### src/qla_params.svh
// sizes, address fields, status word bit positions and safety limits
`ifndef QLA_PARAMS_SVH
`define QLA_PARAMS_SVH

// --------------------------------------------------
// sizes
// --------------------------------------------------
`define QLA_NUM_AXES        4
`define QLA_ADDR_WIDTH      16
`define QLA_DATA_WIDTH      32
`define QLA_ENC_WIDTH       24          // quadrature count, wraps
`define QLA_CUR_WIDTH       16          // dac / adc word
`define QLA_SYNC_STAGES     2           // encoder pin synchronizer

// address fields: space | unused | channel | offset
`define QLA_SPACE_MSB       15
`define QLA_SPACE_LSB       12
`define QLA_CHAN_MSB        7
`define QLA_CHAN_LSB        4
`define QLA_OFF_MSB         3
`define QLA_CHAN_BOARD      4'd0        // channel 0 is board status

// status word write fields
`define QLA_ST_PWR_WEN      19          // mask bit for power enable
`define QLA_ST_PWR          18          // power enable value
`define QLA_ST_AMP_WEN_LSB  8           // amp i mask at 8+i, value at i

// --------------------------------------------------
// safety check
// --------------------------------------------------
`define QLA_CUR_MID         16'h8000    // zero current, offset binary
`define QLA_SAFETY_MARGIN   16'h0100
`define QLA_SAFETY_COUNT    8           // bad samples in a row to trip

`endif
### src/qla_axis_pkg.sv
// encoder pin struct, current word array type and safety FSM state enum
`default_nettype none

`include "qla_params.svh"

package qla_axis_pkg;

    // encoder connector pins, one bit per axis
    typedef struct packed {
        logic [`QLA_NUM_AXES-1:0] a;
        logic [`QLA_NUM_AXES-1:0] b;
    } enc_pins_t;

    // one current word per axis, axis 0 in the low word
    typedef logic [`QLA_NUM_AXES-1:0][`QLA_CUR_WIDTH-1:0] cur_array_t;

    // --------------------------------------------------
    // overcurrent check states
    // --------------------------------------------------
    typedef enum logic [1:0] {
        SAFE_OK,            // no recent overcurrent
        SAFE_COUNTING,      // bad samples seen, not yet enough
        SAFE_TRIPPED        // amp held off until cleared
    } safety_state_e;

endpackage

`default_nettype wire

### src/qla_bus_pkg.sv
// register bus write struct, address space and register offset enums
`default_nettype none

`include "qla_params.svh"

package qla_bus_pkg;

    // write side of the register bus, one cycle per write
    typedef struct packed {
        logic                       wen;    // write strobe
        logic [`QLA_ADDR_WIDTH-1:0] waddr;
        logic [`QLA_DATA_WIDTH-1:0] wdata;
    } reg_wr_t;

    // address bits 15..12
    // only main is mapped, everything else reads zero
    typedef enum logic [`QLA_SPACE_MSB-`QLA_SPACE_LSB:0] {
        ADDR_MAIN = 4'h0
    } addr_space_e;

    // --------------------------------------------------
    // offsets within a channel, address bits 3..0
    // --------------------------------------------------
    typedef enum logic [`QLA_OFF_MSB:0] {
        OFF_ADC_DATA = 4'h0,    // axes: sampled current feedback
        OFF_DAC_CTRL = 4'h1,    // current command
        OFF_ENC_LOAD = 4'h4,    // encoder preload
        OFF_ENC_DATA = 4'h5     // encoder count, write loads preload
    } reg_offset_e;

    // channel 0 status shares offset 0 with adc data
    parameter reg_offset_e OFF_STATUS = OFF_ADC_DATA;

endpackage

`default_nettype wire

### src/qla_top.sv
// top level: address decode, board registers, four axes, read data mux
`timescale 1ns/1ps
`default_nettype none

`include "qla_params.svh"

module qla_top (
    input  logic                       sysclk,
    input  logic                       arst_n,
    input  logic [3:0]                 wenid,       // rotary switch, active low
    input  qla_bus_pkg::reg_wr_t       reg_wr,
    input  logic [`QLA_ADDR_WIDTH-1:0] reg_raddr,
    output logic [`QLA_DATA_WIDTH-1:0] reg_rdata,
    input  qla_axis_pkg::enc_pins_t    enc_pins,
    input  qla_axis_pkg::cur_array_t   cur_fb,
    input  logic                       cur_fb_valid, // shared by all axes
    output qla_axis_pkg::cur_array_t   dac_cmd,
    output logic [`QLA_NUM_AXES-1:0]   amp_enable,
    output logic                       pwr_enable
);

    logic                       wr_main;        // write into main space
    logic [3:0]                 wchan;
    logic [3:0]                 rchan;
    logic [`QLA_OFF_MSB:0]      raddr_off;
    logic [`QLA_DATA_WIDTH-1:0] board_rdata;
    logic [`QLA_DATA_WIDTH-1:0] axis_rdata [`QLA_NUM_AXES];
    logic [`QLA_NUM_AXES-1:0]   safety_disable;
    logic [`QLA_NUM_AXES-1:0]   clear_disable;

    // --------------------------------------------------
    // address decode
    // --------------------------------------------------
    assign wr_main   = reg_wr.wen && (reg_wr.waddr[`QLA_SPACE_MSB:`QLA_SPACE_LSB]
                                      == qla_bus_pkg::ADDR_MAIN);
    assign wchan     = reg_wr.waddr[`QLA_CHAN_MSB:`QLA_CHAN_LSB];
    assign rchan     = reg_raddr[`QLA_CHAN_MSB:`QLA_CHAN_LSB];
    assign raddr_off = reg_raddr[`QLA_OFF_MSB:0];

    qla_board_regs u_board (
        .sysclk         (sysclk),
        .arst_n         (arst_n),
        .wenid          (wenid),
        .wr_sel         (wr_main && (wchan == `QLA_CHAN_BOARD)),
        .reg_wr         (reg_wr),
        .raddr_off      (raddr_off),
        .rdata          (board_rdata),
        .safety_disable (safety_disable),
        .clear_disable  (clear_disable),
        .amp_enable     (amp_enable),
        .pwr_enable     (pwr_enable)
    );

    // axis i sits at channel i+1
    for (genvar i = 0; i < `QLA_NUM_AXES; i++) begin : g_axis
        qla_axis u_axis (
            .sysclk         (sysclk),
            .arst_n         (arst_n),
            .wr_sel         (wr_main && (wchan == 4'(i + 1))),
            .reg_wr         (reg_wr),
            .raddr_off      (raddr_off),
            .rdata          (axis_rdata[i]),
            .enc_a          (enc_pins.a[i]),
            .enc_b          (enc_pins.b[i]),
            .cur_fb         (cur_fb[i]),
            .cur_fb_valid   (cur_fb_valid),
            .clear_disable  (clear_disable[i]),
            .dac_cmd        (dac_cmd[i]),
            .safety_disable (safety_disable[i])
        );
    end

    // read mux, combinational; other spaces and channels read zero
    always_comb begin
        reg_rdata = '0;
        if (reg_raddr[`QLA_SPACE_MSB:`QLA_SPACE_LSB] == qla_bus_pkg::ADDR_MAIN) begin
            if (rchan == `QLA_CHAN_BOARD)
                reg_rdata = board_rdata;
            for (int i = 0; i < `QLA_NUM_AXES; i++) begin
                if (rchan == 4'(i + 1))
                    reg_rdata = axis_rdata[i];
            end
        end
    end

endmodule

`default_nettype wire

### src/qla_board_regs.sv
// channel 0 status register: board id, power and amp enables, safety disable mirror
`timescale 1ns/1ps
`default_nettype none

`include "qla_params.svh"

module qla_board_regs (
    input  logic                       sysclk,
    input  logic                       arst_n,
    input  logic [3:0]                 wenid,          // rotary switch, active low
    input  logic                       wr_sel,         // write to channel 0
    input  qla_bus_pkg::reg_wr_t       reg_wr,
    input  logic [`QLA_OFF_MSB:0]      raddr_off,
    output logic [`QLA_DATA_WIDTH-1:0] rdata,
    input  logic [`QLA_NUM_AXES-1:0]   safety_disable,
    output logic [`QLA_NUM_AXES-1:0]   clear_disable,
    output logic [`QLA_NUM_AXES-1:0]   amp_enable,
    output logic                       pwr_enable
);

    logic                     status_wr;
    logic                     pwr_on_wr;      // power written to 1
    logic [`QLA_NUM_AXES-1:0] amp_reg;        // requested amp enables
    logic [`QLA_NUM_AXES-1:0] amp_mask;       // which amps this write touches

    assign status_wr = wr_sel &&
                       (reg_wr.waddr[`QLA_OFF_MSB:0] == qla_bus_pkg::OFF_STATUS);
    assign amp_mask  = reg_wr.wdata[`QLA_ST_AMP_WEN_LSB +: `QLA_NUM_AXES];
    assign pwr_on_wr = status_wr && reg_wr.wdata[`QLA_ST_PWR_WEN]
                                 && reg_wr.wdata[`QLA_ST_PWR];

    // --------------------------------------------------
    // enable registers, masked write
    // --------------------------------------------------
    always_ff @(posedge sysclk or negedge arst_n) begin
        if (!arst_n) begin
            pwr_enable <= 1'b0;
            amp_reg    <= '0;
        end else if (status_wr) begin
            if (reg_wr.wdata[`QLA_ST_PWR_WEN])
                pwr_enable <= reg_wr.wdata[`QLA_ST_PWR];
            for (int i = 0; i < `QLA_NUM_AXES; i++) begin
                if (amp_mask[i])
                    amp_reg[i] <= reg_wr.wdata[i];
            end
        end
    end

    // enabling power or an amp re-arms its safety latch, same edge as the write
    always_comb begin
        for (int i = 0; i < `QLA_NUM_AXES; i++)
            clear_disable[i] = pwr_on_wr ||
                               (status_wr && amp_mask[i] && reg_wr.wdata[i]);
    end

    // a tripped axis stays off even if requested
    assign amp_enable = {`QLA_NUM_AXES{pwr_enable}} & amp_reg & ~safety_disable;

    // --------------------------------------------------
    // status read
    // --------------------------------------------------
    always_comb begin
        rdata = '0;
        if (raddr_off == qla_bus_pkg::OFF_STATUS) begin
            rdata[31:28] = ~wenid;                  // board id
            rdata[27:24] = safety_disable;
            rdata[19]    = pwr_enable;
            rdata[3:0]   = amp_enable;
        end
    end

endmodule

`default_nettype wire

### src/qla_axis.sv
// one motor axis: dac command and adc feedback registers, encoder, safety check, read mux
`timescale 1ns/1ps
`default_nettype none

`include "qla_params.svh"

module qla_axis (
    input  logic                       sysclk,
    input  logic                       arst_n,
    input  logic                       wr_sel,        // write aimed at this axis
    input  qla_bus_pkg::reg_wr_t       reg_wr,
    input  logic [`QLA_OFF_MSB:0]      raddr_off,
    output logic [`QLA_DATA_WIDTH-1:0] rdata,
    input  logic                       enc_a,
    input  logic                       enc_b,
    input  logic [`QLA_CUR_WIDTH-1:0]  cur_fb,
    input  logic                       cur_fb_valid,
    input  logic                       clear_disable,
    output logic [`QLA_CUR_WIDTH-1:0]  dac_cmd,
    output logic                       safety_disable
);

    logic [`QLA_OFF_MSB:0]     woff;
    logic                      dac_wen;
    logic                      preload_wen;
    logic                      load_wen;
    logic [`QLA_CUR_WIDTH-1:0] fb_reg;         // last sampled feedback
    logic [`QLA_ENC_WIDTH-1:0] enc_preload;
    logic [`QLA_ENC_WIDTH-1:0] enc_count;

    // --------------------------------------------------
    // write decode
    // --------------------------------------------------
    assign woff        = reg_wr.waddr[`QLA_OFF_MSB:0];
    assign dac_wen     = wr_sel && (woff == qla_bus_pkg::OFF_DAC_CTRL);
    assign preload_wen = wr_sel && (woff == qla_bus_pkg::OFF_ENC_LOAD);
    assign load_wen    = wr_sel && (woff == qla_bus_pkg::OFF_ENC_DATA);

    always_ff @(posedge sysclk or negedge arst_n) begin
        if (!arst_n)
            dac_cmd <= `QLA_CUR_MID;       // zero current out of reset
        else if (dac_wen)
            dac_cmd <= reg_wr.wdata[`QLA_CUR_WIDTH-1:0];
    end

    always_ff @(posedge sysclk) begin
        if (cur_fb_valid)
            fb_reg <= cur_fb;
    end

    qla_encoder u_enc (
        .sysclk      (sysclk),
        .arst_n      (arst_n),
        .enc_a       (enc_a),
        .enc_b       (enc_b),
        .preload_wen (preload_wen),
        .load_wen    (load_wen),
        .wdata       (reg_wr.wdata[`QLA_ENC_WIDTH-1:0]),
        .preload     (enc_preload),
        .count       (enc_count)
    );

    // checks the live word at the valid edge, not fb_reg
    qla_safety_check u_safety (
        .sysclk        (sysclk),
        .arst_n        (arst_n),
        .cur_fb        (cur_fb),
        .dac_cmd       (dac_cmd),
        .sample        (cur_fb_valid),
        .clear_disable (clear_disable),
        .amp_disable   (safety_disable)
    );

    // read mux, everything zero-extended
    always_comb begin
        rdata = '0;
        case (raddr_off)
            qla_bus_pkg::OFF_ADC_DATA: rdata[`QLA_CUR_WIDTH-1:0] = fb_reg;
            qla_bus_pkg::OFF_DAC_CTRL: rdata[`QLA_CUR_WIDTH-1:0] = dac_cmd;
            qla_bus_pkg::OFF_ENC_LOAD: rdata[`QLA_ENC_WIDTH-1:0] = enc_preload;
            qla_bus_pkg::OFF_ENC_DATA: rdata[`QLA_ENC_WIDTH-1:0] = enc_count;
            default:                   rdata = '0;  // unused offsets
        endcase
    end

endmodule

`default_nettype wire

### src/qla_safety_check.sv
// overcurrent compare against twice the command, bad sample counter, latched amp disable
`timescale 1ns/1ps
`default_nettype none

`include "qla_params.svh"

module qla_safety_check (
    input  logic                      sysclk,
    input  logic                      arst_n,
    input  logic [`QLA_CUR_WIDTH-1:0] cur_fb,
    input  logic [`QLA_CUR_WIDTH-1:0] dac_cmd,
    input  logic                      sample,           // feedback valid strobe
    input  logic                      clear_disable,
    output logic                      amp_disable
);

    localparam int CNT_W = $clog2(`QLA_SAFETY_COUNT + 1);

    qla_axis_pkg::safety_state_e  state;
    logic [CNT_W-1:0]             bad_cnt;      // consecutive bad samples
    logic [`QLA_CUR_WIDTH-1:0]    fb_mag;       // |fb - mid|
    logic [`QLA_CUR_WIDTH-1:0]    cmd_mag;      // |cmd - mid|
    logic [`QLA_CUR_WIDTH+1:0]    limit;        // 2*cmd + margin, no overflow
    logic                         over;

    // --------------------------------------------------
    // distances from mid-scale
    // --------------------------------------------------
    assign fb_mag  = (cur_fb >= `QLA_CUR_MID) ? cur_fb - `QLA_CUR_MID
                                              : `QLA_CUR_MID - cur_fb;
    assign cmd_mag = (dac_cmd >= `QLA_CUR_MID) ? dac_cmd - `QLA_CUR_MID
                                               : `QLA_CUR_MID - dac_cmd;
    assign limit   = {1'b0, cmd_mag, 1'b0} + (`QLA_CUR_WIDTH+2)'(`QLA_SAFETY_MARGIN);
    assign over    = {2'b00, fb_mag} > limit;

    // ok -> counting -> tripped, a good sample drops back to ok
    always_ff @(posedge sysclk or negedge arst_n) begin
        if (!arst_n) begin
            state   <= qla_axis_pkg::SAFE_OK;
            bad_cnt <= '0;
        end else if (clear_disable) begin
            state   <= qla_axis_pkg::SAFE_OK;          // only way out of tripped
            bad_cnt <= '0;
        end else if (sample && state != qla_axis_pkg::SAFE_TRIPPED) begin
            if (!over) begin
                state   <= qla_axis_pkg::SAFE_OK;
                bad_cnt <= '0;
            end else if (bad_cnt == CNT_W'(`QLA_SAFETY_COUNT - 1)) begin
                state   <= qla_axis_pkg::SAFE_TRIPPED; // this is the last bad one
            end else begin
                state   <= qla_axis_pkg::SAFE_COUNTING;
                bad_cnt <= bad_cnt + CNT_W'(1);
            end
        end
    end

    assign amp_disable = (state == qla_axis_pkg::SAFE_TRIPPED);

endmodule

`default_nettype wire

### src/qla_encoder.sv
// quadrature decoder with pin synchronizer, up/down counter and preload register
`timescale 1ns/1ps
`default_nettype none

`include "qla_params.svh"

module qla_encoder (
    input  logic                      sysclk,
    input  logic                      arst_n,
    input  logic                      enc_a,
    input  logic                      enc_b,
    input  logic                      preload_wen,  // store wdata as preload
    input  logic                      load_wen,     // copy preload into count
    input  logic [`QLA_ENC_WIDTH-1:0] wdata,
    output logic [`QLA_ENC_WIDTH-1:0] preload,
    output logic [`QLA_ENC_WIDTH-1:0] count
);

    logic [`QLA_SYNC_STAGES-1:0] a_sync;    // [0] sees the pin first
    logic [`QLA_SYNC_STAGES-1:0] b_sync;
    logic                        a_now;
    logic                        b_now;
    logic                        a_prev;    // last synchronized value
    logic                        b_prev;
    logic                        step;
    logic                        up;

    // --------------------------------------------------
    // pin synchronizers
    // --------------------------------------------------
    always_ff @(posedge sysclk or negedge arst_n) begin
        if (!arst_n) begin
            a_sync <= '0;
            b_sync <= '0;
            a_prev <= 1'b0;
            b_prev <= 1'b0;
        end else begin
            a_sync <= {a_sync[`QLA_SYNC_STAGES-2:0], enc_a};
            b_sync <= {b_sync[`QLA_SYNC_STAGES-2:0], enc_b};
            a_prev <= a_now;
            b_prev <= b_now;
        end
    end

    assign a_now = a_sync[`QLA_SYNC_STAGES-1];
    assign b_now = b_sync[`QLA_SYNC_STAGES-1];

    // exactly one pin moved, both at once is an illegal jump and is dropped
    assign step = (a_now ^ a_prev) ^ (b_now ^ b_prev);
    // gray order 00 10 11 01 when a leads
    assign up   = a_now ^ b_prev;

    // --------------------------------------------------
    // preload and count
    // --------------------------------------------------
    always_ff @(posedge sysclk or negedge arst_n) begin
        if (!arst_n) begin
            preload <= '0;
            count   <= '0;
        end else begin
            if (preload_wen)
                preload <= wdata;
            if (load_wen)
                count <= preload;                   // load wins over a step
            else if (step)
                count <= up ? count + `QLA_ENC_WIDTH'(1)
                            : count - `QLA_ENC_WIDTH'(1);   // wraps mod 2^24
        end
    end

endmodule

`default_nettype wire

### config.mk
export PLATFORM = sky130hd
export DESIGN_NAME = qla_top
export DESIGN_NICKNAME = d
export VERILOG_FILES = /design/src/qla_axis_pkg.sv /design/src/qla_bus_pkg.sv /design/src/qla_top.sv /design/src/qla_board_regs.sv /design/src/qla_axis.sv /design/src/qla_safety_check.sv /design/src/qla_encoder.sv
export VERILOG_INCLUDE_DIRS = /design/src
export SDC_FILE = /design/constraint.sdc
export NUM_CORES = 1
export LEC_CHECK = 0
export BUFFER_PORTS_ARGS = -buffer_cell sky130_fd_sc_hd__buf_2
export CAP_MARGIN = 20
export CORE_AREA = 3 3 329 331
export DETAILED_ROUTE_END_ITERATION = 7
export DIE_AREA = 0 0 332 334
export GPL_ROUTABILITY_DRIVEN = 0
export PLACE_DENSITY = 0.43
export SLEW_MARGIN = 20
export SYNTH_ARGS = -nofsm -noshare
export SYNTH_HDL_FRONTEND = slang
export SYNTH_HIERARCHICAL = 1
export SYNTH_SLANG_ARGS = --single-unit
### constraint.sdc
create_clock -name sysclk -period 5.13 [get_ports sysclk]
set_input_delay 0 -clock sysclk [delete_from_list [all_inputs] [get_ports sysclk]]
set_output_delay 0 -clock sysclk [all_outputs]
set_load 0.05 [all_outputs]
* After elaboration in Yosys (flattened, before gate mapping)
Index checks and enable logic that the tools add are counted.
Widths: inputs -> output; s select.
** Storage, ports and cells
- Register bits after elaboration :: 373
- Latch bits :: 0
- Bits in writable memories :: 0
- Bits in read-only memories :: 0
- Input port bits :: 144
- Output and inout bits :: 101
- Word-level logic and storage cells :: 268
- Memories kept :: 0
** Cells by class
- Add/sub/neg operators :: 32
- Multipliers :: 0
- Div/mod/pow operators :: 0
- $lt $le $gt $ge :: 12
- Equality and inequality tests :: 30
- Shift-type cells :: 0
- Muxes and demuxes :: 69
- Bitwise logic cells :: 20
- Reduce and logical (&&, ||, !) cells :: 60
** Operators by type and width (number)
- $mux 24 :: 12
- $pmux 16 s4 :: 4
- $mux 32 :: 6
- $ge 16x16->1 const B :: 8
- $mux 16 :: 8
- $sub 16x16->16 const A :: 8
- $sub 16x16->16 const B :: 8
- $add 24x1->24 const B :: 4
- $sub 24x1->24 const B :: 4
- $add 17x9->18 const B :: 4
- $gt 16x18->1 :: 4
- $mux 4 :: 17
- $pmux 8 s2 :: 4
- $eq 4x3->1 const B :: 10
- $logic_and 1x1->1 :: 33
- $mux 2 :: 16
- $logic_not 4->1 :: 6
- $reduce_and 2->1 :: 9
- $add 4x1->4 const B :: 4
- $eq 4x1->1 const B :: 4
- $eq 4x2->1 const B :: 4
- $reduce_bool 2->1 :: 8
- $xor 1x1->1 :: 16
- $ne 3x2->1 const B :: 4
- other kinds (7) :: 18

* Depth between registers and ports, before layout
- Depth in word-level cells :: 10
- Mapped depth :: 19
- Depth with buffers taken out :: 19

* Modules after synthesis
The synthesis kept the hierarchy.
** Modules (own cells, without submodules)
- qla_encoder :: instances 4, cells each 345, area an instance 3300.7 µm², sequential area each 1351.3 µm²
- qla_axis :: instances 4, cells each 131, area an instance 1808.0 µm², sequential area each 882.1 µm²
- qla_safety_check (g_axis[0].u_axis.u_safety ...) :: instances 3, cells each 191, area an instance 1451.4 µm², sequential area each 150.1 µm²
- qla_top :: instances 1, cells each 271, area an instance 1530.2 µm², sequential area each 0.0 µm²
- qla_safety_check (g_axis[3].u_axis.u_safety) :: instances 1, cells each 195, area an instance 1502.7 µm², sequential area each 150.1 µm²
- qla_board_regs :: instances 1, cells each 70, area an instance 561.8 µm², sequential area each 125.1 µm²

* Worst setup path after synthesis
No wires, ideal clock.
- Path kind :: reg2reg
- Start :: register g_axis[3].u_axis.dac_cmd[0]
- End :: register g_axis[3].u_axis.u_safety.state[0]
- Setup time :: 0.136 ns
- Arrival :: 3.862 ns
- Required time :: 4.994 ns
- Slack :: 1.132 ns
- Cell stages (with the launch flop) :: 17
- Buffers on the path :: 0
- Period minus slack after synthesis :: 3.998 ns
- Path through :: dfrtp_1 inv_1 ha_1 nor2b_1 and2_1 a21oi_1 xnor2_1 nand2b_1 or3_2 xnor2_1 ha_1 nand4_1 nor2_1 a221o_1 o41ai_1 or2_1 o32ai_1
** Between the ends
- Cells in the longest elaborated chain, start to end :: 7
- Elaborated cells on any way between the ends :: 9
- Classes of those cells :: 3 x add/sub; 2 x order compare; 4 x mux
** RTL lines
- from (decl) :: RTL line qla_axis.sv:19 : output logic [`QLA_CUR_WIDTH-1:0] dac_cmd,
- from (signal assigned) :: RTL line qla_axis.sv:41 : dac_cmd <= `QLA_CUR_MID;
- from (signal assigned) :: RTL line qla_axis.sv:43 : dac_cmd <= reg_wr.wdata[`QLA_CUR_WIDTH-1:0];
- $sub 16x16->16 (no line) / $ge 16x16->1 (equally long branches)
- $mux 16 (*) :: RTL line qla_safety_check.sv:31 : assign cmd_mag = (dac_cmd >= `QLA_CUR_MID) ? dac_cmd - `QLA_CUR_MID
- $add 17x9->18 (*) :: RTL line qla_safety_check.sv:33 : assign limit = {1'b0, cmd_mag, 1'b0} + (`QLA_CUR_WIDTH+2)'(`QLA_SAFETY_MARGIN);
- $gt 16x18->1 (*) :: RTL line qla_safety_check.sv:34 : assign over = {2'b00, fb_mag} > limit;
- $mux 2 (*) :: RTL line qla_safety_check.sv:45 : if (!over) begin
- $mux 2 (*) :: RTL line qla_safety_check.sv:44 : end else if (sample && state != qla_axis_pkg::SAFE_TRIPPED) begin
- $mux 2 (*) :: RTL line qla_safety_check.sv:41 : end else if (clear_disable) begin
- to (signal assigned) :: RTL line qla_safety_check.sv:42 : state <= qla_axis_pkg::SAFE_OK;
- to (signal assigned) :: RTL line qla_safety_check.sv:46 : state <= qla_axis_pkg::SAFE_OK;
- to (signal assigned) :: RTL line qla_safety_check.sv:49 : state <= qla_axis_pkg::SAFE_TRIPPED;
- to (decl) :: RTL line qla_safety_check.sv:19 : qla_axis_pkg::safety_state_e state;
Every way passes the cells marked *; elsewhere a longest branch is shown, timed or not. The select of a mux whose other input is x is not followed.
A chain may end at the register's enable or synchronous reset.

* Worst setup path after layout
- Start :: register g_axis[3].u_axis.dac_cmd[0]
- End :: register g_axis[3].u_axis.u_safety.bad_cnt[1]
** Between the ends
- Cells in the longest elaborated chain, start to end :: 7
- Elaborated cells on any way between the ends :: 11
- Classes of those cells :: 3 x add/sub; 2 x order compare; 1 x eq/ne; 4 x mux; 1 x reduce/logical
** RTL lines
- $sub 16x16->16 (no line) / $ge 16x16->1 (equally long branches)
- $mux 16 (*) :: RTL line qla_safety_check.sv:31
- $add 17x9->18 (*) :: RTL line qla_safety_check.sv:33
- $gt 16x18->1 (*) :: RTL line qla_safety_check.sv:34
- $mux 4 :: RTL line qla_safety_check.sv:45
- $mux 4 :: RTL line qla_safety_check.sv:44
- $mux 4 :: RTL line qla_safety_check.sv:41
- to (signal assigned) :: RTL line qla_safety_check.sv:52 : bad_cnt <= bad_cnt + CNT_W'(1);
- to (decl) :: RTL line qla_safety_check.sv:20 : logic [CNT_W-1:0] bad_cnt;
Marks and branches as above.

==> impl_metrics.ini <==
[final_layout]
postLayoutCoreUtil_pct = 31.2
syn2layout_area_growth_pct = 15.8
fillCellCount = 11146
instances_no_fill = 4651
drive_gt1_share_pct = 20.9
nNetsFinal = 3446
reg_top3 = g_axis.u_axis/u_enc/count: 96 flops, g_axis.u_axis/u_enc/preload: 96 flops

[logic_synthesis]
yosysTopAreaCell = dfrtp_1
netlist_top_cells_count = dfrtp_1 (305), nor2_1 (268), nand2_1 (202)
netlist_instances = 3013
async_reset_ff_share_pct = 82.8
synth_area_per_cell_sq_um = 9.42
yosysMostFrequentCell = dfrtp_1
netlist_area_sq_um = 28400
ys_seq_elements = 373
synth.distinct_cells = 78
yosysTopAreaCellShare_pct = 26.9
synth_ff_type = dfrtp_1
synth-edff-count = 64
seq_area_frac_synth_pct = 34.0
yosys-top-cells-area = dfrtp_1 (27%), edfxtp_1 (6.8%), mux2_2 (5.1%)
synth_warnings = 6

[timing]
whs_ns = -0.0155
tightestPinTransition_ns = 1.10
slew_violations = 0
skew_ns = 0.0316
final.setup.tns_ns = 0
period_needed_ns = 4.18
relSlewSlack_pct = 26.5
hold_viol = 1
rsz0062_at_grt = no
setup_viol = 0
fin_crit_sh_pct = 81.5
fmax_ghz = 0.239

[cts]
clock_path_buffers = 3
root_buffer = clkbuf_16
cts_sinks = 373
tritoncts = done
cts.clk_slew.worst_paths_ns = 0.06
cts_resized = 0
numCtsBuffers = 46
clk_latency_ns = 0.61
ctsHtreeMaxLevel = 2

[global_route]
overflow = 0
grt_pass1_wl_um = 158000
grt_pass1_vias = 23060
antenna_found_initial = 5
grt_max_degree = 131
grt_use_total_pct = 18.6

[die]
core_sq_um = 105000
ios = 245
die_h_um = 334
dieWidth_um = 332
start_util_pct = 26.9
row_count = 119
die-area_sq_um = 111000

[critical_path]
crit_fanout = 6
worstPathArrival_ns = 4.70
worst-path-buf-inv = 2
cp.depth = 18
cp-end-kind = flop
critPathLaunchType = flop
slowest_stage = or4_4
worst_r2r_path_depth = 18
required_ns = 5.65
cp_top_family = simple AND/OR/NAND/NOR gates
setup.worst_path.end = g_axis[3].u_axis/u_safety/bad_cnt[1]
r2r_slack_ns = 0.95
critPathKind = reg2reg
cp_cell_sequence = inv_1 -> ha_1 -> nor2b_1 -> and2_1 -> a21oi_1 -> xnor2_1 -> nand2b_1 -> or3_2 -> xnor2_1 -> ha_1 -> nand4_1 -> nor2_1 -> a221o_1 -> a31oi_1 -> o41ai_1 -> buf_4 -> or4_4 -> o211ai_2
crit_path_max_incr_delay_ns = 0.48
timing.rr.start = g_axis[3].u_axis/dac_cmd[0]
startpoint = g_axis[3].u_axis/dac_cmd[0]
r2r-end = g_axis[3].u_axis/u_safety/bad_cnt[1]

[drt]
wire_per_inst_um = 22.9
ant_nets = 0
first_pass_iters = 5
route.vias.total = 24016
via_per_inst = 5.16
drtIter0Drc = 1728
totalWireLength_um = 106000
drc = 0

[placed_design]
hpwl_um = 77700
io_buffer_count = 228
dp.cells = 4467

[min_path]
hold_class = in2async

[status]
failed_checks = negative hold slack
status = finished, violations left

[job]
cap_violations = 0

[power]
power_mw = 10.2
ir_drop_mv = 0.210
p_leak_nw = 13.5
p_per_area_nw_per_um2 = 311
==> per-layer routing <==
| layer | part of all wire [%] | vias to the layer above | track usage, % |
|---|---|---|---|
| met1 | 48 | 11939 | 26.5 |
| met5 | 0.027 | - | 0 |
| met3 | 4.6 | 94 | 2.90 |
| met4 | 1.8 | 6 | 3.88 |
| li1 | - | 11426 | - |
| met2 | 46 | 551 | 29.8 |
==> metrics by stage <==
| stage | cell area (sq um) | hold WS, ns | setup slack, ns |
|---|---|---|---|
| finish | 32900 | -0.0155 | 0.950 |
| global route | 32800 | 0.00656 | 0.694 |
| CTS | 32800 | 0.00246 | 0.954 |
| detailed placement | 30300 | 0.0783 | 1.01 |
| global placement | 30300 | 0.0749 | 1.07 |
| floorplan | 28600 | -0.296 | 1.13 |
==> how the worst min path moves through the flow <==
| stage | startpoint | endpoint | cells after the start |
|---|---|---|---|
| detailed placement | arst_n | g_axis[0].u_axis/dac_cmd[11] | 1 |
| finish | arst_n | g_axis[0].u_axis/dac_cmd[11] | 2 |
| floorplan | arst_n | g_axis[0].u_axis/dac_cmd[0] | 0 |
| global route | reg_wr[14] | g_axis[1].u_axis/dac_cmd[14] | 2 |
| CTS | reg_wr[10] | u_board/amp_reg[2] | 3 |
| global placement | arst_n | g_axis[0].u_axis/dac_cmd[11] | 1 |
==> area by class of cell <==
type | instances | area [sq um] | share of cell area [%]
Clock inverter | 26 | 295 | 0.899
Clock buffer | 58 | 1280 | 3.89
Timing Repair Buffer | 371 | 2490 | 7.57
Inverter | 91 | 342 | 1.04
Tap cell | 1391 | 1740 | 5.30
Sequential cell | 373 | 9660 | 29.4
Antenna cell | 2 | 5.00 | 0.0152
Multi-Input combinational cell | 2339 | 17000 | 51.9
==> what timing repair did <==
item | in CTS | in global routing
endpoints found under the hold margin | 256 | 0
endpoints found under the setup margin | 0 | 0
buffers inserted | 0 | 0
hold buffers | 97 | 0
==> worst register-to-register path: stages, from the launching register on <==
cell,delay (ns)
dfrtp_1,0.45
inv_1,0.09
ha_1,0.15
nor2b_1,0.31
and2_1,0.22
a21oi_1,0.09
xnor2_1,0.15
nand2b_1,0.21
or3_2,0.45
xnor2_1,0.14
ha_1,0.30
nand4_1,0.11
nor2_1,0.07
a221o_1,0.32
a31oi_1,0.20
o41ai_1,0.11
buf_4,0.16
or4_4,0.48
o211ai_2,0.08
==> cell families (layout without fill, tap and decap cells) <==
family / after synthesis / in the layout / share of synthesized area, %
fa+ha+maj: 80 / 80 / 3.53
simple gates: 1027 / 1027 / 19.9
mux: 302 / 302 / 11.9
compound gates: 631 / 631 / 15.9
buf+inv: 347 / 546 / 6.84
other cells: 5 / 53 / 0.0661
flops: 373 / 373 / 34.0
xor+xnor: 248 / 248 / 7.78
==> power by group <==
part | internal, mW | switching (mW)
logic | 1.04 | 1.37
registers | 3.37 | 0.974
clock network | 2.06 | 1.42
==> cell usage in the layout, fill, tap and decap left out, types with 18 or more instances in the layout <==
cell type,instances
a21oi_1,96
a221o_1,37
a221o_2,36
a22o_1,32
a31oi_1,83
and3_1,34
buf_2,225
buf_4,46
clkbuf_16,47
conb_1,51
dfrtp_1,305
dlygate4sd3_1,97
edfxtp_1,64
ha_1,80
inv_1,91
mux2_2,129
mux2_4,40
mux2i_1,128
nand2_1,202
nand2b_1,44
nand3_1,86
nand4_1,26
nor2_1,262
nor2b_1,26
nor3_1,83
nor3_2,18
nor4_1,50
o2111ai_1,35
o21a_1,19
o21ai_0,154
o21ai_1,36
or3_1,34
or4_1,24
xnor2_1,111
xor2_1,127
(Power assumes the default switching activity.)
